**config.mk**
```make
export PLATFORM = sky130hd
export DESIGN_NAME = udp_tx_fifo
export DESIGN_NICKNAME = d
export VERILOG_FILES = /design/src/udp_tx_fifo.sv
export VERILOG_INCLUDE_DIRS = /design/src /design/src/src
export SDC_FILE = /design/constraint.sdc
export NUM_CORES = 1
export LEC_CHECK = 0
export ABC_AREA = 1
export BUFFER_PORTS_ARGS = -buffer_cell sky130_fd_sc_hd__buf_2
export CORE_MARGIN = 4
export CORE_UTILIZATION = 45
export DETAILED_ROUTE_END_ITERATION = 10
export GPL_ROUTABILITY_DRIVEN = 0
export PLACE_DENSITY_LB_ADDON = 0.2
export SYNTH_ARGS = -nofsm -noshare
export SYNTH_HDL_FRONTEND = slang
export SYNTH_SLANG_ARGS = --single-unit
```
**constraint.sdc**
```tcl
create_clock -name mac_clk -period 2.4 [get_ports mac_clk]
set_input_delay 0 -clock mac_clk [delete_from_list [all_inputs] [get_ports mac_clk]]
set_output_delay 0 -clock mac_clk [all_outputs]
set_load 0.03 [all_outputs]
```
**src/udp_tx_defines.svh**
```systemverilog
`ifndef UDP_TX_DEFINES_SVH
`define UDP_TX_DEFINES_SVH

// Payload FIFO depth as log2, 2048 bytes
`define UDP_TX_PKT_ADDR_W 11

// Control FIFO depth as log2, 16 frame records
`define UDP_TX_CTRL_ADDR_W 4

// Free entries left when almost-full rises
`define UDP_TX_AFULL_MARGIN 8

// Register the application inputs for one cycle
`define UDP_TX_REG_APP_IF 1

// Header sizes in bytes
`define UDP_TX_MAC_HDR 14
`define UDP_TX_IP_HDR 20
`define UDP_TX_UDP_HDR 8

`endif

```
**src/udp_tx_fifo.sv**
```systemverilog
`timescale 1ns/1ps
`include "udp_tx_defines.svh"

module udp_tx_fifo #(
  parameter int WIDTH  = 8,
  parameter int ADDR_W = 4
) (
  input  logic             mac_clk,
  input  logic             app_rst,
  input  logic [WIDTH-1:0] din,
  input  logic             wr_en,
  input  logic             rd_en,
  output logic [WIDTH-1:0] dout,
  output logic             empty,
  output logic             afull,
  output logic             overflow
);

  localparam int DEPTH = 2 ** ADDR_W;
  localparam logic [ADDR_W:0] FULL_LEVEL  = (ADDR_W + 1)'(DEPTH);
  localparam logic [ADDR_W:0] AFULL_LEVEL = (ADDR_W + 1)'(DEPTH - `UDP_TX_AFULL_MARGIN);

  logic [WIDTH-1:0]  mem [DEPTH];
  logic [ADDR_W-1:0] wr_ptr;
  logic [ADDR_W-1:0] rd_ptr;
  logic [ADDR_W:0]   count;
  logic              full;
  logic              wr_ok;
  logic              rd_ok;

  assign full  = (count == FULL_LEVEL);
  assign empty = (count == '0);
  assign afull = (count >= AFULL_LEVEL);

  // Writes into a full buffer are dropped
  assign wr_ok = wr_en && !full;
  assign rd_ok = rd_en && !empty;

  // First word falls through, the head entry is always on dout
  assign dout = mem[rd_ptr];

  always_ff @(posedge mac_clk) begin
    if (wr_ok) begin
      mem[wr_ptr] <= din;
    end
  end

  always_ff @(posedge mac_clk) begin
    if (app_rst) begin
      wr_ptr   <= '0;
      rd_ptr   <= '0;
      count    <= '0;
      overflow <= 1'b0;
    end else begin
      // One cycle pulse per dropped write
      overflow <= wr_en && full;
      if (wr_ok) begin
        wr_ptr <= wr_ptr + 1'b1;
      end
      if (rd_ok) begin
        rd_ptr <= rd_ptr + 1'b1;
      end
      case ({wr_ok, rd_ok})
        2'b10:   count <= count + 1'b1;
        2'b01:   count <= count - 1'b1;
        default: count <= count;
      endcase
    end
  end

endmodule

```
# Word-level counts from Yosys, hierarchy flattened
# Memories as Yosys holds them, arrays and structs flattened. A register that Yosys moved wholly into a read port is not among the register bits.
# Index checks and enable logic that the tools add are counted.
[totals]
ff_bits = 14
mem_bits_rw = 128
in_bits = 12
mem_count = 1
[op_classes]
add_sub_neg = 4
order_cmp = 1
n_eq_ne = 3
mux = 5
reduce_logical = 7
[memory_table]
columns = ["name", "words", "width", "read_ports", "rd_ports_with_merged_regs", "write_ports", "line", "text"]
rows = [
  ["mem", 16, 8, 1, 1, 1, "udp_tx_fifo.sv:23", "logic [WIDTH-1:0] mem [DEPTH];"],
]
[ops]
columns = ["cell", "n"]
rows = [
  ["case mux 5 bit (2 select lines)", 1],
  ["adder 4 x 1 -> 4 bit, second input constant", 2],
  ["2-to-1 mux 4 bit", 2],
  ["adder 5 x 1 -> 5 bit, second input constant", 1],
  ["equality test 5 bit, second input constant", 1],
  [">= comparator 5 x 4 -> 1 bit, second input constant", 1],
  ["zero test 5 bit", 1],
  ["subtractor 5 x 1 -> 5 bit, second input constant", 1],
  ["logical AND 1 bit", 3],
  ["equality test 2 x 1 -> 1 bit, second input constant", 1],
  ["equality test 2 bit, second input constant", 1],
  ["zero test 1 bit", 2],
  ["2-to-1 mux 1 bit", 2],
  ["nonzero test 2 bit", 1],
]

# Logic depth before layout (Yosys ltp)
[logic_depth]
word_depth = 5
mapped_depth = 16
mapped_depth_nobuf = 15

# Worst setup path after synthesis
# Ideal clock, no wire load.
[synth_timing]
kind = "flip-flop to flip-flop"
from = "register count[1]"
to = "register count[4]"
setup_ps = 109
t_arrival_ps = 1816
setup_slack_ps = 475
stages_incl_launch_ff = 17
period_less_slack_ps = 1925
cell_sequence = "dfxtp_1 > nor2_2 > nand3_2 > nand2_2 > inv_2 > ha_1 > clkbuf_2 > xor2_1 > ha_1 > inv_1 > nand2_2 > nand2_1 > nand2_1 > nand2_1 > nand3_1 > nand2_1 > inv_1"
[synth_via]
elab_chain_cells = 5
word_cells_on_any_way = 12
cone_classes = "2 x add/sub; 3 x eq/ne; 1 x mux; 6 x reduce/logical"
[synth_rtl]
columns = ["item", "line", "text"]
rows = [
  ["start: declaration", "udp_tx_fifo.sv:26", "logic [ADDR_W:0] count;"],
  ["start signal: assignment", "udp_tx_fifo.sv:64", "2'b10: count <= count + 1'b1;"],
  ["start signal: assignment", "udp_tx_fifo.sv:65", "2'b01: count <= count - 1'b1;"],
  ["start signal: assignment", "udp_tx_fifo.sv:66", "default: count <= count;"],
  ["zero test 5 bit (*)", "udp_tx_fifo.sv:32", "assign empty = (count == '0);"],
  ["zero test 1 bit (*)", "udp_tx_fifo.sv:37", "assign rd_ok = rd_en && !empty;"],
  ["logical AND 1 bit (*)", "udp_tx_fifo.sv:37", ""],
  ["via rd_ok", "udp_tx_fifo.sv:29", "logic rd_ok;"],
  ["equality test 2 x 1 -> 1 bit / equality test 2 bit (equally long branches)", "udp_tx_fifo.sv:63", "case ({wr_ok, rd_ok})"],
  ["case mux 5 bit (2 select lines) / nonzero test 2 bit (equally long branches)", "n/a", ""],
]
# The timed path passes the listed nets; every way through them passes the cells marked *.
# A chain may end at the register's enable or synchronous reset.

==> impl_metrics.ini <==
[global_route]
grt_max_degree = 47
top_usage_layer = met2
antenna_found_initial = 0
grt_pass1_wl_um = 20440
grt_overflow = 0
met1_usage = 0.2470
use_met3 = 0.03988
grt_use_total = 0.1731
grt_pass1_vias = 3677
grt_use_met2 = 0.2564

[job]
maxCapViolations = 0

[power]
combPwrFrac = 0.238
power_leakage_nw = 2.630
power.internal_mw = 5.356
p_seq_frac = 0.399
power_switching_mw = 2.265
p_total_mw = 7.621
pwr_density_cell_nw_per_um2 = 1057
clock_power_share = 0.363
p_sw_frac = 0.2972
ir_drop_uv = 593.5

[setup_path]
ff2ff_setup_slack_ns = 0.28
endpoint_kind = output pin
cp-endpoint = dout[2]
r2r_end = count[4]$_SDFFE_PP0P_
r2r_cells = 15
worstPathRequired_ns = 2.40
critPathKind = flip-flop to output pin
cp_max_fo = 20
path_cells = inv_1, buf_4, o21ai_0, o211ai_1, nand2_1, buf_2
arrival_ns = 2.19
crit_path_start_kind = flip-flop
rr_startpoint = count[1]$_SDFFE_PP0P_
crit_slowest_cell = inv_1
cpPeakStageDelay_ns = 0.36

[final_layout]
instances_no_fill = 714
multiInputGateArea_um2 = 1562
seq_area_um2 = 4208
fillers = 1153
final_area_um2 = 7207
syn_to_final_growth_pct = 18.20
fin_nets = 544
layout-drive-gt1-share = 0.1599
antenna_cells = 0

[clock_network]
clk_path_buf_depth = 2
clk_latency_ns = 0.41
cts_resized = 0
cts_tree = done
clock-root-buffer = clkbuf_16
cts_buffers = 17
clk_pin_slew_ns = 0.06
htree_levels = 4
clock_sinks = 146

[detailed_routing]
vias = 3766
vias_per_cell = 5.275
routed_wl_um = 13040
wire_per_inst_um = 18.27
first_pass_iters = 4
route.detailed.drc = 0
drt_iter0_drc = 295
final_antenna_net_count = 0

[floorplan]
die_area_um2 = 15480
die_w_um = 124.4
rows = 42
core_area_um2 = 13240
start_util = 0.4604
ios = 23
dieHeight_um = 124.4

[synthesis]
syn_avg_cell_area_um2 = 12.70
netlist_instances = 480
ys_seq_elements = 146
synth_area_um2 = 6097
synth_nets = 499
yosys_warnings = 0
yosysSeqAreaShare = 0.6895
synth_cell_types = 31

[min_path]
hold_path_class = primary input to flip-flop

[timing]
tns_ns = 0
max_freq_mhz = 456.8
final-hold-violation-count = 0
post-route-period-util = 0.9121
min_period_ns = 2.189
worst_slew_pin_slew_ns = 0.6854
rsz0062_at_grt = no
drv_slew = 0
max_slew_margin = 0.5414
fin_worst_skew_ns = 0.005221
setup_viol = 0

[placed_design]
port_buffers = 22
dpl.cell_count = 673
dp_hpwl_um = 8005
place_area_um2 = 6471

[status]
status = completed
==> repair_timing <==
item / in CTS / in global routing
setup endpoints to repair: 0 / 1
hold buffers: 8 / 0
endpoints found under the hold margin: 73 / 0
buffers inserted: 0 / 1
==> logic make-up after synthesis <==
group                    synth area share
AO/OA/AOI/OAI                      0.1079
XOR/XNOR                          0.01006
adder cells (fa/ha/maj)           0.01436
buffers and inverters             0.05438
flip-flops                         0.6895
multiplexers                      0.05253
AND/OR/NAND/NOR                   0.07121
==> per-stage QoR <==
step	utilization	setup WS (ns)	hold WS, ns
final	0.5442	0.2110	0.01275
after global routing	0.5442	0.08204	0.007320
after CTS	0.5421	0.1267	0.003347
after detailed placement	0.4887	0.3254	0.3054
after global placement	0.4887	0.3828	0.3127
after floorplan	-	0.4750	0.09887
==> metal layers <==
metal	part of all wire	wire [um]	vias up
met3	0.061	794	29
met5	0	0	-
met2	0.46	6057	108
met1	0.45	5852	1821
li1	-	-	1808
met4	0.026	339	0
==> worst min path at each step <==
| stage | start | end | slack, ns | cells after the start |
|---|---|---|---|---|
| 2_1_floorplan | din[0] | mem[0][0]$_DFFE_PP_ | 0.1 | 0 |
| 3_3_place_gp | wr_en | overflow$_SDFF_PP0_ | 0.31 | 2 |
| 3_5_place_dp | wr_en | overflow$_SDFF_PP0_ | 0.31 | 2 |
| 4_1_cts | din[3] | mem[12][3]$_DFFE_PP_ | 0.003 | 1 |
| 5_1_grt | din[3] | mem[15][3]$_DFFE_PP_ | 0.007 | 1 |
| 6_report | din[4] | mem[3][4]$_DFFE_PP_ | 0.01 | 1 |
==> worst max-delay path, delay by kind of cell, from the launching register on <==
| family | cells | cell delay [ns] |
|---|---|---|
| flops | 1 | 0.31 |
| buf+inv | 3 | 0.90 |
| simple gates | 1 | 0.08 |
| compound gates | 2 | 0.47 |
==> synthesized netlist by cell type <==
library cell,instances,area share
a21oi_1,37,0.030
nand2_2,2,0.0021
nand3_1,14,0.011
nand4_1,1,0.0010
clkbuf_2,1,0.00082
mux2i_1,32,0.053
nor3b_1,4,0.0049
nor2_4,1,0.0018
xnor2_1,2,0.0029
a211oi_1,1,0.0012
xor2_1,5,0.0072
buf_1,3,0.0018
clkbuf_1,11,0.0068
nand3_2,3,0.0049
ha_1,7,0.014
o21ai_1,4,0.0033
nor3_1,5,0.0041
buf_4,1,0.0012
inv_1,53,0.033
edfxtp_1,128,0.63
inv_4,1,0.0010
nor2_1,30,0.018
buf_6,2,0.0037
inv_2,1,0.00062
nand2_1,30,0.018
o21ai_0,41,0.034
o211ai_1,32,0.039
nor2_2,2,0.0021
nand2_4,1,0.0018
dfxtp_1,18,0.059
buf_2,7,0.0057
==> placed cells by master, fill, tap and decap left out, types with 5 or more instances in the layout <==
master / count
dfxtp_1: 17
xor2_1: 5
a21oi_1: 37
edfxtp_1: 128
buf_2: 22
inv_1: 53
ha_1: 7
clkbuf_16: 17
buf_4: 19
nand2_1: 30
o21ai_0: 41
dlygate4sd3_1: 8
clkinv_2: 6
nor2_1: 30
mux2i_1: 32
nor3_1: 5
nand3_1: 14
o211ai_1: 32
==> final cells by class <==
type | instances | share of cell area
clock buffer | 21 | 0.06528
clock inverter | 11 | 0.02187
inverter | 55 | 0.02899
multi-input combinational | 254 | 0.2167
sequential | 146 | 0.5839
tap | 176 | 0.03056
timing repair buffer | 51 | 0.05278
==> power groups by stage <==
stage	Combinational (mW)	Clock [mW]	Sequential, mW
6_report	1.81	2.77	3.04
5_1_grt	2.00	2.93	3.06
4_1_cts	1.75	2.81	3.07
3_5_place_dp	1.73	0	3.12
3_3_place_gp	1.69	0	3.11
2_1_floorplan	1.35	0	3.01
==> state kept, by name (all words and copies together), names as in the netlist, named ones only <==
register,count
count,5
mem,128
overflow,1
rd_ptr,4
wr_ptr,4
Power figures use the tool's default switching activity.
