## src/udp_tx_defines.svh

```systemverilog
`ifndef UDP_TX_DEFINES_SVH
`define UDP_TX_DEFINES_SVH

// Payload FIFO depth as log2, 2048 bytes
`define UDP_TX_PKT_ADDR_W 11

// Control FIFO depth as log2, 16 frame records
`define UDP_TX_CTRL_ADDR_W 4

// Free entries left when almost-full rises
`define UDP_TX_AFULL_MARGIN 8

// Register the application inputs for one cycle
`define UDP_TX_REG_APP_IF 1

// Header sizes in bytes
`define UDP_TX_MAC_HDR 14
`define UDP_TX_IP_HDR 20
`define UDP_TX_UDP_HDR 8

`endif

```

## src/udp_tx_pkg.sv

```systemverilog
package udp_tx_pkg;

  typedef logic [7:0]  byte_t;
  typedef logic [47:0] mac_addr_t;
  typedef logic [31:0] ip_addr_t;
  typedef logic [15:0] udp_port_t;

  // Payload byte count, also the type of the IP and UDP length fields
  typedef logic [15:0] frame_len_t;

  // IP header checksum word
  typedef logic [15:0] csum_t;

  // Byte position within one header section
  typedef logic [5:0]  hdr_idx_t;

  // One record per frame in the control FIFO
  typedef struct packed {
    frame_len_t size;
    udp_port_t  dest_port;
    ip_addr_t   dest_ip;
  } udp_tx_ctrl_t;

  // Local station settings
  typedef struct packed {
    mac_addr_t mac;
    ip_addr_t  ip;
    udp_port_t port;
    byte_t     gateway;  // ARP table index of the default gateway
  } udp_tx_local_t;

  typedef enum logic [2:0] {
    TX_IDLE,
    TX_MAC_HDR,
    TX_IP_HDR,
    TX_UDP_HDR,
    TX_PAYLOAD
  } tx_state_t;

endpackage

```

## src/udp_tx_framer.sv

```systemverilog
`timescale 1ns/1ps
`include "udp_tx_defines.svh"

module udp_tx_framer (
  input  logic                      mac_clk,
  input  logic                      app_rst,
  input  udp_tx_pkg::udp_tx_ctrl_t  ctrl,
  input  logic                      ctrl_empty,
  output logic                      ctrl_rd,
  input  udp_tx_pkg::byte_t         pkt_dout,
  output logic                      pkt_rd,
  input  udp_tx_pkg::frame_len_t    ip_length,
  input  udp_tx_pkg::frame_len_t    udp_length,
  input  udp_tx_pkg::csum_t         ip_checksum,
  input  udp_tx_pkg::mac_addr_t     dest_mac,
  input  udp_tx_pkg::udp_tx_local_t local_cfg,
  input  logic                      local_enable,
  input  logic                      app_overflow,
  output udp_tx_pkg::byte_t         mac_tx_data,
  output logic                      mac_tx_dvld,
  output logic                      sop,
  output logic                      eop,
  input  logic                      mac_tx_ack
);
  import udp_tx_pkg::*;

  localparam hdr_idx_t MAC_LAST = hdr_idx_t'(`UDP_TX_MAC_HDR - 1);
  localparam hdr_idx_t IP_LAST  = hdr_idx_t'(`UDP_TX_IP_HDR - 1);
  localparam hdr_idx_t UDP_LAST = hdr_idx_t'(`UDP_TX_UDP_HDR - 1);

  tx_state_t  state;
  hdr_idx_t   progress;
  frame_len_t tx_count;
  logic       last_byte;

  logic [`UDP_TX_MAC_HDR*8-1:0] mac_vec;
  logic [`UDP_TX_IP_HDR*8-1:0]  ip_vec;
  logic [`UDP_TX_UDP_HDR*8-1:0] udp_vec;

  // Header sections, first transmitted byte in the top bits
  assign mac_vec = {dest_mac, local_cfg.mac, 16'h0800};
  assign ip_vec  = {8'h45, 8'h00, ip_length, 16'h0000, 16'h4000, 8'hFF, 8'h11,
                    ip_checksum, local_cfg.ip, ctrl.dest_ip};
  assign udp_vec = {local_cfg.port, ctrl.dest_port, udp_length, 16'h0000};

  always_ff @(posedge mac_clk) begin
    if (app_rst) begin
      state    <= TX_IDLE;
      progress <= '0;
      tx_count <= '0;
    end else begin
      case (state)
        TX_IDLE: begin
          progress <= '0;
          if (!ctrl_empty && !app_overflow && local_enable) begin
            state    <= TX_MAC_HDR;
            tx_count <= ctrl.size;
          end
        end
        TX_MAC_HDR: begin
          if (mac_tx_ack) begin
            progress <= (progress == MAC_LAST) ? '0 : progress + 1'b1;
            if (progress == MAC_LAST) begin
              state <= TX_IP_HDR;
            end
          end
        end
        TX_IP_HDR: begin
          if (mac_tx_ack) begin
            progress <= (progress == IP_LAST) ? '0 : progress + 1'b1;
            if (progress == IP_LAST) begin
              state <= TX_UDP_HDR;
            end
          end
        end
        TX_UDP_HDR: begin
          if (mac_tx_ack) begin
            progress <= (progress == UDP_LAST) ? '0 : progress + 1'b1;
            if (progress == UDP_LAST) begin
              state <= TX_PAYLOAD;
            end
          end
        end
        TX_PAYLOAD: begin
          if (mac_tx_ack) begin
            tx_count <= tx_count - 16'd1;
            // Frame ends with the acknowledge of the eop byte
            if (last_byte) begin
              state <= TX_IDLE;
            end
          end
        end
        default: state <= TX_IDLE;
      endcase
    end
  end

  // Byte mux, held steady until the MAC acknowledges
  always_comb begin
    case (state)
      TX_MAC_HDR: mac_tx_data = mac_vec[(MAC_LAST - progress) * 8 +: 8];
      TX_IP_HDR:  mac_tx_data = ip_vec[(IP_LAST - progress) * 8 +: 8];
      TX_UDP_HDR: mac_tx_data = udp_vec[(UDP_LAST - progress) * 8 +: 8];
      TX_PAYLOAD: mac_tx_data = pkt_dout;
      default:    mac_tx_data = 8'h00;
    endcase
  end

  assign last_byte   = (state == TX_PAYLOAD) && (tx_count == 16'd1);
  assign mac_tx_dvld = (state != TX_IDLE);
  assign sop         = (state == TX_MAC_HDR) && (progress == '0);
  assign eop         = last_byte;

  // Control record leaves the FIFO together with its last payload byte
  assign pkt_rd  = (state == TX_PAYLOAD) && mac_tx_ack;
  assign ctrl_rd = last_byte && mac_tx_ack;

endmodule

```

## config.mk

```make
export PLATFORM = sky130hd
export DESIGN_NAME = udp_tx_framer
export DESIGN_NICKNAME = d
export VERILOG_FILES = /design/src/udp_tx_pkg.sv /design/src/udp_tx_framer.sv
export VERILOG_INCLUDE_DIRS = /design/src /design/src/src
export SDC_FILE = /design/constraint.sdc
export NUM_CORES = 1
export LEC_CHECK = 0
export BUFFER_PORTS_ARGS = -buffer_cell sky130_fd_sc_hd__buf_2
export CORE_AREA = 2 2 112 114
export CTS_CLUSTER_DIAMETER = 120
export DETAILED_ROUTE_END_ITERATION = 10
export DIE_AREA = 0 0 114 116
export GPL_TIMING_DRIVEN = 0
export PLACE_DENSITY = 0.7
export SLEW_MARGIN = 30
export SYNTH_ARGS = -nofsm -noshare
export SYNTH_HDL_FRONTEND = slang
export SYNTH_SLANG_ARGS = --single-unit
export TNS_END_PERCENT = 5
```

## constraint.sdc

```tcl
create_clock -name mac_clk -period 3.25 [get_ports mac_clk]
set_input_delay 0.325 -clock mac_clk [delete_from_list [all_inputs] [get_ports mac_clk]]
set_output_delay 0.325 -clock mac_clk [all_outputs]
set_load 0.02 [all_outputs]
```

After elaboration in Yosys (flattened, before gate mapping)

Cells that the tools add are included.

Bits in latches: 0
Output and inout port bits: 13
Memories: 0
Memory bits (read-only): 0
Flip-flop bits (word level): 25
RAM bits: 0
Input port bits: 278
Logic and storage cells: 65

Shift-type cells: 3
Multiply operators: 0
Multiplexer cells: 21
Equal/unequal tests: 17
$add $sub $neg: 5
Div/mod/pow operators: 0
Order comparisons: 0
Bitwise gates (word level): 0
Reductions and logical operators: 16

Operator list:

| kind                                                                   | number |
|---|---|
| 160-bit by 33-bit indexed part select with 8-bit output                | 1 |
| 112-bit by 33-bit indexed part select with 8-bit output                | 1 |
| 64-bit by 33-bit indexed part select with 8-bit output                 | 1 |
| 6-bit two-way mux                                                      | 6 |
| 16-bit two-way mux                                                     | 2 |
| 16-bit one-hot mux with 2 select lines                                 | 1 |
| 8-bit one-hot mux with 4 select lines                                  | 1 |
| 3-bit two-way mux                                                      | 9 |
| 6-bit one-hot mux with 4 select lines                                  | 1 |
| 2-bit != test, second input constant                                   | 9 |
| 16-bit by 1-bit equality test with 1-bit output, second input constant | 1 |
| 16-bit by 1-bit subtractor with 16-bit output, second input constant   | 1 |
| 3-bit one-hot mux with 5 select lines                                  | 1 |
| 9-bit AND reduction                                                    | 1 |
| 3-bit by 6-bit subtractor with 7-bit output, first input constant      | 1 |
| 4-bit by 6-bit subtractor with 7-bit output, first input constant      | 1 |
| 5-bit by 6-bit subtractor with 7-bit output, first input constant      | 1 |
| 6-bit by 1-bit adder with 6-bit output, second input constant          | 1 |
| 3-bit by 2-bit equality test with 1-bit output, second input constant  | 2 |
| 6-bit by 3-bit equality test with 1-bit output, second input constant  | 1 |
| 6-bit by 4-bit equality test with 1-bit output, second input constant  | 1 |
| 6-bit by 5-bit equality test with 1-bit output, second input constant  | 1 |
| 1-bit logical AND                                                      | 6 |
| 6-bit zero test                                                        | 1 |
| 9 further kinds                                                        | 10 |

Logic depth before layout (Yosys ltp)

Depth after elaboration: 5
Gate-level depth with buffers: 11
Depth with buffers taken out: 7

Least setup slack after synthesis

No wires, ideal clock.

Path kind: reg-to-output
From: register progress[1]
To: output port mac_tx_data[2]
Required time: 2.925 ns
Stages on the path, launching flop included: 12
Arrival: 2.734 ns
Path buffers: 4
Path slack: 0.191 ns
Cell sequence: dfxtp_1 buf_4 inv_1 buf_2 ha_1 buf_2 clkbuf_1 mux4_2 a221oi_1 a21oi_1 nand2_1 nand4_1

Word-level cells in the longest chain between the ends: 3
Elaborated cells between the ends (all ways): 7
Those cells by class: add/sub: 3; shift: 3; mux: 1

RTL lines:

| element                                                                               | line                 | source |
|---|---|---|
| from (decl)                                                                           | udp_tx_framer.sv:32  | `hdr_idx_t progress;` |
| from (signal assigned)                                                                | udp_tx_framer.sv:62  | `progress <= (progress == MAC_LAST) ? '0 : progress + 1'b1;` |
| from (signal assigned)                                                                | udp_tx_framer.sv:70  | `progress <= (progress == IP_LAST) ? '0 : progress + 1'b1;` |
| from (signal assigned)                                                                | udp_tx_framer.sv:78  | `progress <= (progress == UDP_LAST) ? '0 : progress + 1'b1;` |
| 5-bit by 6-bit subtractor with 7-bit output, or another cell as far along             | udp_tx_framer.sv:102 | `TX_IP_HDR: mac_tx_data = ip_vec[(IP_LAST - progress) * 8 +: 8];` |
| 160-bit by 33-bit indexed part select with 8-bit output, or another cell as far along | udp_tx_framer.sv:102 |  |
| 8-bit one-hot mux with 4 select lines *                                               | udp_tx_framer.sv:100 | `case (state)` |
| to (decl)                                                                             | udp_tx_framer.sv:19  | `output udp_tx_pkg::byte_t mac_tx_data,` |

Mark *: on every way between the ends. The rest lies on a longest branch, timed or not.

Worst setup path in the final report

From: register progress[0]
To: output port mac_tx_data[6]

The elaborated chain is that of the path after synthesis.

==> impl_metrics.env <==
export IMPL_status="complete, but fails checks"
export IMPL_failed_checks="setup timing"
export IMPL_die_x_um=114
export IMPL_relSlewSlack=0.385
export IMPL_dp_slack_ns=-0.653
export IMPL_tightest_slew_ns=0.922
export IMPL_drive_gt1_frac=0.467
export IMPL_port_buffers=282
export IMPL_drcViolationCount=0
export IMPL_clk_latency_ns=0.26
export IMPL_firstDrtPassIters=5
export IMPL_syn2layout_area_growth_pct=42.8
export IMPL_synth_top_cell_area_share=0.154
export IMPL_powerDensity_nw_per_um2=198
export IMPL_vias_per_cell=5.99
export IMPL_power_frac_seq=0.276
export IMPL_grt_overflow=0
export IMPL_start_kind="flip-flop"
export IMPL_row_count=40
export IMPL_dp_hpwl_um=16900
export IMPL_cp_max_fo=10
export IMPL_reg2reg_from="progress[2]$_SDFFE_PP0P_"
export IMPL_worst_setup_path_type="reg2out"
export IMPL_nNetsFinal=1104
export IMPL_syn_inst=523
export IMPL_worst_path_max_delay_cell="clkbuf_1"
export IMPL_die_area_sq_um=13200
export IMPL_syn_area_sq_um=4240
export IMPL_intPower_mw=0.779
export IMPL_fin_crit_sh=1.00
export IMPL_start_util=0.356
export IMPL_grt_max_degree=16
export IMPL_async_reset_ff_frac=0
export IMPL_ys_seq_area_frac=0.118
export IMPL_routedWlPerCell_um=21.9
export IMPL_required_ns=2.92
export IMPL_hold_buffers=0
export IMPL_leakagePower_nw=2.69
export IMPL_clkSinkCount=25
export IMPL_clkTransAtPathRegs_ns=0.07
export IMPL_die_y_um=116
export IMPL_ys_flop_type="dfxtp_1"
export IMPL_sw_frac_of_total=0.350
export IMPL_synthesis_nets=816
export IMPL_grt_setup_unrepaired="true"
export IMPL_p_comb_frac=0.483
export IMPL_final_hold_violation_count=0
export IMPL_crit_path_frequent_cell="buf_2"
export IMPL_min_to="tx_count[11]$_SDFFE_PP0P_"
export IMPL_gp_congestion=0.979
export IMPL_yosysUniqueCellTypes=69
export IMPL_synth_avg_cell_area_sq_um=8.11
export IMPL_worstHoldStart="ctrl[59]"
export IMPL_synth_edf_count=0
export IMPL_drt_initial_drc_count=432
export IMPL_p_switching_mw=0.420
export IMPL_drv_cap=0
export IMPL_ios=291
export IMPL_num_vias=5739
export IMPL_fin_skew_ns=0.00419
export IMPL_ys_seq_elements=25
export IMPL_end_kind="output port"
export IMPL_final_max_slew_viol_count=0
export IMPL_htree_num_levels=1
export IMPL_period_minus_slack_ns=3.26
export IMPL_ant_nets=0
export IMPL_grt_pass1_wl_um=30400
export IMPL_yosys_warnings=0
export IMPL_cts_made_buffers=3
export IMPL_cts_tree="built"
export IMPL_core_sq_um=11900
export IMPL_grtUsageTotal=0.298
export IMPL_fmax_mhz=307
export IMPL_postLayoutCoreUtil=0.509
export IMPL_grt_pass1_vias=5445
export IMPL_antenna_found_initial=2
export IMPL_path_cells="buf_2 > buf_6 > clkbuf_1 > mux2i_1 > o221ai_1 > a31oi_1 > o311ai_0 > buf_2"
export IMPL_reg2regPathDepth=7
export IMPL_cts_max_path_buffers=2
export IMPL_yosysTopAreaCell="mux4_2"
export IMPL_synth_area_leaders="mux4_2, dfxtp_1, mux2i_1, ha_1, o21ai_0"
export IMPL_slowest_delay_ns=0.71
export IMPL_wl_um=20900
export IMPL_hold_path_class="in2reg"
export IMPL_fillerInstances=1180
export IMPL_min_path_cells=3
export IMPL_layout_setup_ws_ns=-0.0107
export IMPL_ir_drop_uv=179
export IMPL_r2r_setup_slack_ns=0.97
export IMPL_cts_root_buf="clkbuf_16"
export IMPL_setup_viol=1
export IMPL_r2r_end="state[0]$_SDFFE_PP0P_"
export IMPL_worstPathArrival_ns=2.94
export IMPL_clockPowerShare=0.240
cell usage after synthesis, types with 9 or more instances:
library cell,count
nand2_1,33
mux4_2,29
dfxtp_1,25
a221oi_1,10
nor2b_1,15
a211oi_1,12
mux2i_1,35
o2bb2ai_1,9
inv_1,18
ha_1,15
clkbuf_1,20
mux2_2,13
nor2_1,37
buf_2,13
nor3_1,21
o22ai_1,9
nand3_1,12
nand2b_1,9
a21oi_1,26
o21ai_0,37
metal layers:
metal	GRT usage	wire length (um)	vias to the layer above
met5	0	28	-
met4	0.0886	601	4
met3	0.0523	1890	48
met2	0.525	10400	356
met1	0.372	8040	2693
li1	-	-	2638
kinds of logic (layout without fill, tap and decap cells):
logic type / count (synthesis) / after routing / share of synthesized area
XOR/XNOR: 3 / 3 / 0.00620
adder cells (fa/ha/maj): 15 / 15 / 0.0442
AO/OA/AOI/OAI: 164 / 164 / 0.269
flip-flops: 25 / 25 / 0.118
other: 0 / 1 / 0
AND/OR/NAND/NOR: 176 / 176 / 0.224
buffers and inverters: 63 / 350 / 0.0675
multiplexers: 77 / 77 / 0.271
power groups by stage:
stage	combinational (mW)	clock (mW)	sequential, mW
2_1_floorplan	0.309	0	0.335
3_3_place_gp	0.558	0	0.339
3_5_place_dp	0.563	0	0.340
4_1_cts	0.569	0.292	0.331
5_1_grt	0.627	0.307	0.333
6_report	0.579	0.288	0.331
what timing repair did:
item,CTS,global route
endpoints found under the hold margin,0,0
buffers inserted,3,0
resized for setup,21,10
endpoints found under the setup margin,8,8
worst max path at each step:
stage	startpoint	endpoint	slack, ns
2_1_floorplan	progress[1]$_SDFFE_PP0P_	mac_tx_data[2]	0.19
3_3_place_gp	progress[1]$_SDFFE_PP0P_	mac_tx_data[2]	-0.66
3_5_place_dp	progress[1]$_SDFFE_PP0P_	mac_tx_data[2]	-0.65
4_1_cts	progress[1]$_SDFFE_PP0P_	mac_tx_data[0]	-0.007
5_1_grt	progress[4]$_SDFFE_PP0P_	mac_tx_data[6]	-0.09
6_report	progress[0]$_SDFFE_PP0P_	mac_tx_data[6]	-0.01
layout by cell type, fill, tap and decap left out, types with 3 or more instances in the layout:
cell type	synthesis	layout
o311ai_0	4	3
o211ai_1	5	5
nand4_1	7	7
and3_1	5	5
nand4b_1	3	3
nor2b_1	15	14
mux4_2	29	29
a221oi_1	10	9
a32o_1	4	4
dfxtp_1	25	22
clkbuf_16	0	3
inv_1	18	17
a21oi_1	26	26
mux2i_1	35	35
a2111o_1	3	3
a211oi_1	12	10
mux2_2	13	13
buf_2	13	293
nand2_1	33	33
nand3_1	12	12
o31ai_1	6	6
buf_4	5	8
o21ai_0	37	37
or3_1	3	3
a22oi_1	7	7
nor3b_1	7	7
o2bb2ai_1	9	9
buf_6	2	4
clkbuf_1	20	17
and2_1	4	4
nor2_1	37	37
nand2b_1	9	9
ha_1	15	13
nor3_1	21	21
or4_4	2	3
o311ai_1	2	3
o22ai_1	9	9
worst max-delay path: cells and delay by family (launching register included):
kind | cells | cell delay (ns)
AO/OA/AOI/OAI | 3 | 0.65
buffers and inverters | 4 | 1.35
flip-flops | 1 | 0.36
multiplexers | 1 | 0.32
per-stage QoR:
step                hold slack, ns  power [mW]  cell area, sq um  cells  setup TNS, ns
floorplan                    0.448       0.644              4240    523              0
finish                       0.346        1.20              6060    958        -0.0107
detailed placement           0.465       0.903              5840    952          -3.61
global route                 0.356        1.27              6050    957         -0.277
global placement             0.462       0.897              5840    952          -3.50
CTS                          0.345        1.19              6010    957       -0.00662
layout make-up:
class	count	area, sq um	area share
Multi-Input combinational cell	435	3520	0.581
Timing Repair Buffer	285	1450	0.239
Sequential cell	25	509	0.0841
Buffer	42	240	0.0397
Tap cell	147	184	0.0304
Clock buffer	3	75.1	0.0124
Inverter	19	75.1	0.0124
Clock inverter	1	7.51	0.00124
Antenna cell	1	2.50	0.000413
state kept, by name, indices dropped and copies added (netlist names):
signal and count:
state 3, tx_count 16, progress 6
No activity file was read; power rests on OpenSTA's default activity.
