===== src/udp_tx_defines.svh =====
`ifndef UDP_TX_DEFINES_SVH
`define UDP_TX_DEFINES_SVH

// Payload FIFO depth as log2, 2048 bytes
`define UDP_TX_PKT_ADDR_W 11

// Control FIFO depth as log2, 16 frame records
`define UDP_TX_CTRL_ADDR_W 4

// Free entries left when almost-full rises
`define UDP_TX_AFULL_MARGIN 8

// Register the application inputs for one cycle
`define UDP_TX_REG_APP_IF 1

// Header sizes in bytes
`define UDP_TX_MAC_HDR 14
`define UDP_TX_IP_HDR 20
`define UDP_TX_UDP_HDR 8

`endif


===== src/udp_tx_pkg.sv =====
package udp_tx_pkg;

  typedef logic [7:0]  byte_t;
  typedef logic [47:0] mac_addr_t;
  typedef logic [31:0] ip_addr_t;
  typedef logic [15:0] udp_port_t;

  // Payload byte count, also the type of the IP and UDP length fields
  typedef logic [15:0] frame_len_t;

  // IP header checksum word
  typedef logic [15:0] csum_t;

  // Byte position within one header section
  typedef logic [5:0]  hdr_idx_t;

  // One record per frame in the control FIFO
  typedef struct packed {
    frame_len_t size;
    udp_port_t  dest_port;
    ip_addr_t   dest_ip;
  } udp_tx_ctrl_t;

  // Local station settings
  typedef struct packed {
    mac_addr_t mac;
    ip_addr_t  ip;
    udp_port_t port;
    byte_t     gateway;  // ARP table index of the default gateway
  } udp_tx_local_t;

  typedef enum logic [2:0] {
    TX_IDLE,
    TX_MAC_HDR,
    TX_IP_HDR,
    TX_UDP_HDR,
    TX_PAYLOAD
  } tx_state_t;

endpackage


===== src/udp_tx_hdr_calc.sv =====
`timescale 1ns/1ps

module udp_tx_hdr_calc (
  input  logic                      mac_clk,
  input  udp_tx_pkg::udp_tx_ctrl_t  ctrl,
  input  udp_tx_pkg::udp_tx_local_t local_cfg,
  output udp_tx_pkg::frame_len_t    ip_length,
  output udp_tx_pkg::frame_len_t    udp_length,
  output udp_tx_pkg::csum_t         ip_checksum,
  output udp_tx_pkg::byte_t         arp_addr
);
  import udp_tx_pkg::*;

  // Constant IP header words: version/IHL/TOS, flags, TTL/protocol
  localparam csum_t VER_TOS   = 16'h4500;
  localparam csum_t FLAGS     = 16'h4000;
  localparam csum_t TTL_PROTO = 16'hFF11;

  // Header bytes on top of the payload
  localparam frame_len_t IP_OVERHEAD  = 16'd28;
  localparam frame_len_t UDP_OVERHEAD = 16'd8;

  frame_len_t  ip_len_c;
  logic [18:0] sum_c;
  logic [18:0] sum_s1;
  logic [16:0] sum_s2;
  frame_len_t  ip_len_s1;
  frame_len_t  ip_len_s2;
  frame_len_t  udp_len_s1;
  frame_len_t  udp_len_s2;

  assign ip_len_c = ctrl.size + IP_OVERHEAD;

  // Eight 16 bit words, the sum fits in 19 bits
  assign sum_c = 19'(VER_TOS) + 19'(FLAGS) + 19'(TTL_PROTO) + 19'(ip_len_c)
               + 19'(local_cfg.ip[31:16]) + 19'(local_cfg.ip[15:0])
               + 19'(ctrl.dest_ip[31:16]) + 19'(ctrl.dest_ip[15:0]);

  always_ff @(posedge mac_clk) begin
    // Stage 1 raw sum and lengths
    sum_s1     <= sum_c;
    ip_len_s1  <= ip_len_c;
    udp_len_s1 <= ctrl.size + UDP_OVERHEAD;

    // Stage 2 first carry fold
    sum_s2     <= 17'(sum_s1[15:0]) + 17'(sum_s1[18:16]);
    ip_len_s2  <= ip_len_s1;
    udp_len_s2 <= udp_len_s1;

    // Stage 3 second fold cannot carry again
    ip_checksum <= ~(sum_s2[15:0] + 16'(sum_s2[16]));
    ip_length   <= ip_len_s2;
    udp_length  <= udp_len_s2;
  end

  // Same /24 subnet goes direct, anything else via the gateway
  assign arp_addr = (ctrl.dest_ip[31:8] == local_cfg.ip[31:8]) ? ctrl.dest_ip[7:0]
                                                               : local_cfg.gateway;

endmodule


===== config.mk =====
export PLATFORM = sky130hd
export DESIGN_NAME = udp_tx_hdr_calc
export DESIGN_NICKNAME = d
export VERILOG_FILES = /design/src/udp_tx_defines.svh /design/src/udp_tx_pkg.sv /design/src/udp_tx_hdr_calc.sv
export SDC_FILE = /design/constraint.sdc
export NUM_CORES = 1
export LEC_CHECK = 0
export BUFFER_PORTS_ARGS = -buffer_cell sky130_fd_sc_hd__buf_2
export CAP_MARGIN = 10
export CELL_PAD_IN_SITES_DETAIL_PLACEMENT = 0
export CELL_PAD_IN_SITES_GLOBAL_PLACEMENT = 1
export CORE_MARGIN = 2
export CORE_UTILIZATION = 35
export DETAILED_ROUTE_END_ITERATION = 10
export PLACE_DENSITY = 0.78
export SLEW_MARGIN = 5
export SYNTH_ARGS = -nofsm -noshare
export SYNTH_HDL_FRONTEND = slang
export SYNTH_SLANG_ARGS = --single-unit

===== constraint.sdc =====
create_clock -name mac_clk -period 4.32 [get_ports mac_clk]
set_input_delay 0.432 -clock mac_clk [delete_from_list [all_inputs] [get_ports mac_clk]]
set_output_delay 0.432 -clock mac_clk [all_outputs]
set_load 0.03 [all_outputs]

---- After elaboration in Yosys (flattened, before gate mapping) ----
Cells that the tools add are included.
word-level totals
  register bits after elaboration ......... 148
  logic and storage cells ................. 21
cells by class
  bitwise logic cells ..................... 1
  $add $sub $neg .......................... 9
  equality and inequality tests ........... 1
  multiplexer cells ....................... 1
operators by type and width
  operator                                        count
  adder 19 x 16 -> 19 bit                         3
  equality test 24 bit                            1
  adder 18 x 16 -> 19 bit                         1
  adder 17 x 16 -> 18 bit (first input constant)  1
  adder 16 x 3 -> 17 bit                          1
  adder 16 x 1 -> 16 bit                          1
  adder 16 x 4 -> 16 bit (second input constant)  1
  adder 16 x 5 -> 16 bit (second input constant)  1
  NOT 16 bit                                      1
  2-to-1 mux 8 bit                                1

---- Longest topological paths before layout ----
Gate-level depths: netlist (run 1).
  depth in word-level cells ............... 6
  mapped depth ............................ 18

---- Least setup slack after synthesis (run 1) ----
OpenSTA, ideal clock, no wires.
  path type ............................... in2reg
  from .................................... input port ctrl[51] (netlist name)
  to ...................................... register sum_s1[17]
  path slack .............................. -0.059 ns
  arrival time ............................ 4.262 ns
  stages on the path ...................... 18
  setup time .............................. 0.117 ns
  cells stage by stage .................... inv_1 -> ha_1 -> a21boi_0 -> nor2b_1 -> nand4_1 -> xnor2_1 -> fa_1 -> inv_1 -> fa_1 -> inv_1 -> fa_1 -> ha_1 -> buf_4 -> and3_2 -> a22o_1 -> a311oi_2 -> mux2i_1 -> nand2_1
on the way
  cells in the longest elaborated chain, start to end .. 6
ends and longest elaborated chain
  element                               line                   RTL
  from (decl)                           udp_tx_hdr_calc.sv:5   input udp_tx_pkg::udp_tx_ctrl_t ctrl,
  adder 16 x 5 -> 16 bit                udp_tx_hdr_calc.sv:32  assign ip_len_c = ctrl.size + IP_OVERHEAD;
  named net ip_len_c[15]                udp_tx_hdr_calc.sv:23  frame_len_t ip_len_c;
  adder 17 x 16 -> 18 bit               udp_tx_hdr_calc.sv:35  assign sum_c = 19'(VER_TOS) + 19'(FLAGS) + 19'(TTL_PROTO) + 19'(ip_len_c)
  adder 18 x 16 -> 19 bit               udp_tx_hdr_calc.sv:36  + 19'(local_cfg.ip[31:16]) + 19'(local_cfg.ip[15:0])
  adder 19 x 16 -> 19 bit               udp_tx_hdr_calc.sv:36
  adder 19 x 16 -> 19 bit (2 in a row)  udp_tx_hdr_calc.sv:37  + 19'(ctrl.dest_ip[31:16]) + 19'(ctrl.dest_ip[15:0]);
  named net sum_c[17]                   udp_tx_hdr_calc.sv:24  logic [18:0] sum_c;
  to (signal assigned)                  udp_tx_hdr_calc.sv:41  sum_s1 <= sum_c;
  to (decl)                             udp_tx_hdr_calc.sv:25  logic [18:0] sum_s1;
The timed path passes the listed nets, and every way through them passes these cells.

---- Worst setup path after layout (run 1) ----
  from .................................... input port ctrl[51] (netlist name)
  to ...................................... register sum_s1[13]
on the way
  cells in the longest elaborated chain, start to end .. 6
ends and longest elaborated chain
  element                               line
  adder 16 x 5 -> 16 bit                udp_tx_hdr_calc.sv:32
  adder 17 x 16 -> 18 bit               udp_tx_hdr_calc.sv:35
  adder 18 x 16 -> 19 bit               udp_tx_hdr_calc.sv:36
  adder 19 x 16 -> 19 bit               udp_tx_hdr_calc.sv:36
  adder 19 x 16 -> 19 bit (2 in a row)  udp_tx_hdr_calc.sv:37
  named net sum_c[13]                   udp_tx_hdr_calc.sv:24
The timed path passes the listed nets, and every way through them passes these cells.

==> summary.md, run 1 <==
| Metric | Value |
|---|---|
| Smallest hold slack | roughly 0.14 ns |
| Vertical extent of the die | about 140 um |
| Largest fanout on the critical path | 4 |
| Final estimated routing congestion in global placement | ~0.82 |
| Routed wire length on met3 | between 600 and 700 um |
| Endpoint class of the critical path | flip-flop |
| I/O Pins | 225 |
| Global route total overflow | 0 |
| Mux cell area share after synthesis | 0.0167 |
| Post-synthesis cell type with the largest combined area | dfxtp_1 |
| Final nets | 1,103 |
| XOR/XNOR Fraction of Synth Area | 0.114 |
| Placed cell count | 1,058 |
| Hold Violations, Final | 0 |
| Most common cell in the synthesized netlist | dfxtp_1 |
| Startpoint of the lowest-slack hold path | ctrl[49] |
| Reg-to-reg setup timing slack | 2.39 ns |
| Number of distinct library cells after synthesis | 48 |
| Relative contribution of sequential cells to total power | 0.319 |
| End-of-flow core utilization | 0.462 |
| Standard cell core area | 0.0187 sq mm |
| Share of final-layout standard cells stronger than drive strength 1 | 0.290 |
| Die Footprint | 0.0202 sq mm |
| Post_cts resized | 0 |
| Power density over the cells | 656 mW/mm^2 |
| Post-Syn Nets | 893 |
| Proportion of synthesized chip area in sequential cells | 0.425 |
| Seq cells post-synth | 142 |
| Number of detailed-routing iterations run before antenna repair | 4 |
| Clock insertion delay at the later pin of the skew report | roughly 0.42 ns |
| Setup Fix Bufs, Post-CTS | 0 |
| Slew of the pin with the lowest slew margin | 0.380 ns |
| Leakage power figure | approximately 4.3 nW |
| Cell at the root of the clock tree | clkbuf_16 |
| Period utilisation layout | 0.939 |
| Worst endpoint data arrival time | 4.36 ns |
| Number of endpoints failing setup at the final stage | 0 |
| Count of flip-flops with a built-in enable after synthesis | 0 |
| Cell Count, Final, Fillers Out | between 1,000 and 1,500 |
| Synthesis-to-finish area growth | 29.3% |
| Minimum clock period after layout | 4.06 ns |
| Synth Flop Type | dfxtp_1 |
| Mean post-synth cell area | 10.6 sq um |
| Req. time, crit path | 4.62 ns |
| Total global-route track usage | 0.139 |
| Setup Skew | 0.00605 ns |
| Number of sinks driven by the clock tree | 142 |
| Most frequent cells after synthesis | 142 x dfxtp_1, 138 x inv_1, 52 x xnor2_1 |
| Crit start category | input pin |
| Run status | finished clean |
| Met1 layer wirelength in the final routing | between 6 and 7 mm |
| Worst max-slew margin expressed relative to the limit | 0.745 |
| Vias post-DR | 4,515 |
| Initial Util | 0.357 |
| Total wirelength of the detailed-routed design | 13.4 mm |
| Largest family of logic cells by synthesized area | adder cells |
| Worst R2R End | sum_s2[16] |
| Global-route wire length before repair | 21.4 mm |
| Number of cells traversed by the worst hold path | 1 |
| Combined area of all synthesized cells | roughly 0.0067 sq mm |
| Final setup margin | 0.262 ns |
| Share of the synthesized area in compound gates (AO/OA/AOI/OAI) | 0.0518 |
| Worst hold path type | input pin to flip-flop |
| Top routing layer in use | met4 |
| Deepest clock path buffer count | 2 |
| Number of H-tree levels | 4 |
| Hold-fix buffers at CTS | 0 |
| Number of cell instances on the worst register-to-register path | 8 |
| Number of buffers inserted by port buffering | 144 |
| Instance count of the mapped netlist | 633 |
| Internal power of the cells | 3.63 mW |
| Power dissipated by switching net loads | 2.04 mW |
| Source of the worst register-to-register timing path | sum_s1[0] |
| Number of max-slew violations in the final report | 0 |
| Drt first-iter violations | 118 |
| # Max-Cap Violations | 0 |
| Via-per-instance ratio | 4.14 |
| Synthesis warning total | 0 |
| Detailed placer's ending HPWL | 11.4 mm |
| Setup repair after global routing missed its margin | yes |
| Number of buffers created by CTS | 17 |
| Fraction of registers with async set/reset | 0 |
| Remaining DRCs | 0 |
| Top cell type's share of synthesized area | 0.425 |
| Post-detailed-route count of antenna-violating nets | 0 |
| Simple-gate share of the synthesized area | 0.0825 |
| Worst-case setup slack after placement | -0.201 ns |
| Max Fclk | between 200 and 250 MHz |
| Clock transition at path regs | 0.06 ns |
| Adder-Cell Fraction of Synth Area | 0.225 |
| Width of the chip | roughly 140 um |
| Clock tree from TritonCTS | built |
| Routed len/inst | 12.3 um |
| Min-Delay Endpoint | udp_len_s1[1] |
| Clock network power share | 0.245 |
| Initial antenna violation count | 1 |
| Placement Rows | 50 |
| Maximum number of pins on one net before global-route repair | 17 |
| Via count of the first global-routing pass | 4,512 |
| Number of inserted filler cells in the final layout | between 1,500 and 2,000 |
| Kind of critical path | input pin to flip-flop |
| Combinational fraction of design power | 0.436 |
| Maximum ir drop on the vdd rail | 0.312 mV |
| Switching Fraction | 0.360 |
| Cells taking the most area after synthesis | dfxtp_1 43%, fa_1 15%, ha_1 7.9%, inv_1 7.7%, xnor2_1 6.8% |
| Detailed-routed wire length on met2 | 6.44 mm |
-- power by group through the flow --
stage | clock [mW] | sequential [mW] | combinational (mW)
2_1_floorplan | 0 | 2.01 | 1.42
3_3_place_gp | 0 | 1.84 | 2.48
3_5_place_dp | 0 | 1.84 | 2.49
4_1_cts | 1.43 | 1.81 | 2.50
5_1_grt | 1.48 | 1.84 | 2.78
6_report | 1.39 | 1.81 | 2.47
-- flip-flops by register name, summed over array words and instances, names as in the netlist --
register,cells
sum_s1,19
sum_s2,17
ip_checksum,16
udp_len_s1,16
udp_len_s2,16
udp_length,16
ip_len_s1,14
ip_len_s2,14
ip_length,14
-- worst max-delay path, stage by stage --
cell and delay (ns):
buf_2 0.09, inv_1 0.06, buf_4 0.13, ha_1 0.18, nand2_1 0.09, nand2_1 0.13, nor2_1 0.19, xnor2_1 0.17
fa_1 0.46, fa_1 0.49, fa_1 0.54, inv_1 0.04, ha_1 0.33, a21oi_1 0.15, o21ai_1 0.16, buf_4 0.17
a31oi_1 0.26, o21bai_1 0.12, xor2_1 0.15
-- area by class of cell --
class,instances,area [sq um],share of cell area
inverters,138,518,0.0599
clock buffers,19,443,0.0513
well taps,234,293,0.0339
diodes,1,2.50,0.000290
repair buffers,199,1130,0.131
multi-input cells,345,3280,0.380
flip-flops and latches,142,2840,0.329
clock inverters,13,129,0.0149
-- cells by family (layout without fill, tap and decap cells) --
kind of cell    Yosys count  after routing
buf+inv                 146            369
flops                   142            142
simple gates            109            109
fa+ha+maj                91             91
xor+xnor                 87             87
compound gates           48             48
mux                      10             10
other cells               0              1
-- cells in the final DEF (no fill, tap or decap), types with 6 or more instances in the layout --
master     count
and3_1         8
buf_2        144
dfxtp_1      142
clkbuf_16     17
xor2_1        35
nand2_1       28
nor2_1        22
nand4_1       13
ha_1          42
xnor2_1       52
a21o_1         6
nand3_1       20
buf_4         55
a21oi_1       12
mux2_2         9
inv_1        138
fa_1          49
-- metrics by stage --
stage	TNS, ns	cell area, sq um	total power [mW]
6_report	0	8640	5.67
4_1_cts	0	8640	5.75
3_5_place_dp	-0.938	8070	4.33
5_1_grt	-0.0200	8640	6.10
3_3_place_gp	-0.897	8070	4.32
2_1_floorplan	0	6690	3.43
-- worst max path at each step --
stage                   from    endpoint
global placement    ctrl[51]  sum_s1[17]
global route        ctrl[51]  sum_s1[15]
CTS                 ctrl[51]  sum_s1[17]
floorplan           ctrl[51]  sum_s1[17]
finish              ctrl[51]  sum_s1[13]
detailed placement  ctrl[51]  sum_s1[17]
-- routing by layer --
layer | up-vias | global-route usage
li1 | 2390 | -
met1 | 2022 | 0.172
met2 | 91 | 0.231
met3 | 12 | 0.0417
met4 | 0 | 0.0489
met5 | - | 0
Power figures use the tool's default switching activity.
==> run 2: changes to the inputs <==
--- a/config.mk
+++ b/config.mk
@@ -12,6 +12,7 @@
 export CORE_MARGIN = 2
 export CORE_UTILIZATION = 35
 export DETAILED_ROUTE_END_ITERATION = 10
+export GPL_TIMING_DRIVEN = 0
 export PLACE_DENSITY = 0.78
 export SLEW_MARGIN = 5
 export SYNTH_ARGS = -nofsm -noshare
==> constraint.sdc (replaced) <==
create_clock -name mac_clk -period 4.32 [get_ports mac_clk]
set_input_delay 0.432 -clock mac_clk [delete_from_list [all_inputs] [get_ports mac_clk]]
set_output_delay 0.432 -clock mac_clk [all_outputs]
set_load 0.01 [all_outputs]
==> summary.md, run 2 (synthesis gave the netlist of run 1 again) <==
| Metric | Value |
|---|---|
| Cell at the root of the clock tree | clkbuf_16 |
| Summed negative setup slack over all endpoints | 0 ns |
| Largest register by flop count | sum_s1 |
| Kind of critical path | input pin to flip-flop |
| Biggest registers after layout | sum_s1 (19), sum_s2 (17) |
| Hold Violations, Final | 0 |
| Total global-route track usage | 0.136 |
| Max stage delay cell, worst path | fa_1 |
| Remaining DRCs | 0 |
| Via-per-instance ratio | roughly 4.2 |
| Worst R2R End | sum_s2[16] |
| Die Footprint | 0.0202 sq mm |
| Cell Count, Final, Fillers Out | 1,047 |
| Maximum ir drop on the vdd rail | 0.352 mV |
| Min-Delay Endpoint | udp_len_s1[1] |
| Req. time, crit path | 4.63 ns |
| Number of cell instances on the worst register-to-register path | 8 |
| Number of detailed-routing iterations run before antenna repair | 4 |
| Final nets | approximately 1,100 |
| Clock transition at path regs | 0.06 ns |
| Width of the chip | around 140 um |
| Period utilisation layout | 0.957 |
| Routed len/inst | 12.6 um |
| Synthesis-to-finish area growth | 25.1% |
| Setup Skew | between 0.006 and 0.007 ns |
| Initial antenna violation count | 1 |
| Clock insertion delay at the later pin of the skew report | 0.42 ns |
| Ordered cell list for the critical path | buf_4 -> inv_2 -> ha_2 -> a21boi_4 -> nor2b_4 -> nand4_1 -> xnor2_2 -> fa_1 -> inv_1 -> fa_1 -> inv_1 -> fa_1 -> ha_1 -> buf_6 -> and3_4 -> a22o_1 -> a311oi_2 -> mux2i_1 -> nand2_1 |
| I/O Pins | 225 |
| Vias post-DR | ~4,400 |
| Cell repeated most along the worst path | fa_1 |
| Final estimated routing congestion in global placement | 0.806 |
| End-of-flow core utilization | 0.447 |
| Maximum number of pins on one net before global-route repair | 17 |
| Worst hold path type | input pin to flip-flop |
| Global route total overflow | 0 |
| # Max-Cap Violations | 0 |
| Commonest non-fill, non-tap cell in the layout | buf_2 |
| Hold-fix buffers at CTS | 0 |
| Slew of the pin with the lowest slew margin | 0.372 ns |
| Share of final-layout standard cells stronger than drive strength 1 | 0.272 |
| Global-route wire length before repair | 20.8 mm |
| Number of cells traversed by the worst hold path | 1 |
| Power density over the cells | 620 mW/mm^2 |
| Placed cell count | about 1,000 |
| Startpoint of the lowest-slack hold path | ctrl[49] |
| Worst endpoint data arrival time | 4.44 ns |
| Number of sinks driven by the clock tree | 142 |
| Total non-filler cell area in the finished layout | 0.00836 sq mm |
| Number of endpoints failing setup at the final stage | 0 |
| Vertical extent of the die | 142 um |
| Smallest hold slack | 0.129 ns |
| Buffers and inverters on the worst path | 5 |
| Crit start category | input pin |
| Deepest clock path buffer count | 2 |
| Number of max-slew violations in the final report | 0 |
| Most frequent cells in the layout | 144 x buf_2, 142 x dfxtp_1, 135 x inv_1 |
| Number of flip-flops in the largest register | 19 |
| Initial Util | 0.357 |
| Placement Rows | 50 |
| Via count of the first global-routing pass | roughly 4,300 |
| Worst max-slew margin expressed relative to the limit | 0.750 |
| Largest stage delay on the critical path | 0.51 ns |
| Reg-to-reg setup timing slack | 2.41 ns |
| Antenna Cells | 0 |
| Max Fclk | 242 MHz |
| Source of the worst register-to-register timing path | sum_s1[0] |
| Number of buffers created by CTS | 17 |
| Detailed placer's ending HPWL | roughly 11 mm |
| Post-detailed-route count of antenna-violating nets | 0 |
| Number of H-tree levels | 4 |
| Final setup margin | 0.186 ns |
| Placed inst area | between 0.007 and 0.008 sq mm |
| Drt first-iter violations | between 100 and 150 |
| Total power after layout | a little over 5 mW |
| Largest fanout on the critical path | 9 |
| Leakage power figure | 4.12 nW |
| Clock tree from TritonCTS | built |
| Total wirelength of the detailed-routed design | 13.2 mm |
| Endpoint class of the critical path | flip-flop |
| Number of buffers inserted by port buffering | 143 |
| Standard cell core area | roughly 0.019 sq mm |
| Run status | finished clean |
| Minimum clock period after layout | 4.13 ns |
| Worst-case setup slack after placement | -0.672 ns |
| CP delay by family, top | adder cells |
==> run 2: cell types whose count changed in the layout (fill, tap and decap cells not counted), moves of 2 or more <==
cell / previous run / this run
nor2_1: 22 / 20
and3_1: 8 / 6
ha_1: 42 / 40
nor2_2: 0 / 2
clkinv_4: 1 / 3
inv_1: 138 / 135
inv_2: 0 / 3
inv_8: 1 / 3
buf_4: 55 / 9
ha_2: 0 / 2
==> run 2: worst max path at each step <==
stage               cells after the start  startpoint         end  slack (ns)
finish                                 19    ctrl[51]  sum_s1[17]        0.19
global route                           19    ctrl[50]  sum_s1[17]       -0.03
CTS                                    19    ctrl[51]  sum_s1[17]        0.05
detailed placement                     19    ctrl[51]  sum_s1[17]       -0.67
global placement                       19    ctrl[51]  sum_s1[17]       -0.67
floorplan                              18    ctrl[51]  sum_s1[17]        0.01
==> run 2: layer usage <==
metal	GRT usage	share of wire
met5	0	0
met1	0.164	0.44
met2	0.227	0.49
met3	0.0468	0.059
met4	0.0474	0.012
==> run 2: worst register-to-register path: cells and delay by family, from the launching register on <==
| family | cells | cell delay, ns |
|---|---|---|
| adders and majority gates | 2 | 0.55 |
| buffers and inverters | 1 | 0.05 |
| DFF | 1 | 0.31 |
| and+or+nand+nor | 5 | 0.93 |
==> run 2: what timing repair did <==
action | 4_1_cts | 5_1_grt
resized for setup | 3 | 21
hold endpoints to repair | 0 | 0
pin swaps | 0 | 8
gates cloned | 0 | 0
endpoints found under the setup margin | 1 | 5
buffers inserted | 1 | 4
==> run 2: power by group <==
group	total (mW)	internal, mW	switching (mW)
Clock	1.35	0.768	0.582
Combinational	2.03	0.911	1.12
Sequential	1.81	1.65	0.162
==> run 2: layout make-up <==
| cell class | count | area [sq um] |
|---|---|---|
| tap | 234 | 293 |
| sequential | 142 | 2840 |
| clock inverter | 14 | 123 |
| fill | 1783 | 10300 |
| multi-input combinational | 345 | 3340 |
| buffer | 8 | 50.0 |
| inverter | 138 | 518 |
| timing repair buffer | 148 | 758 |
| clock buffer | 18 | 439 |
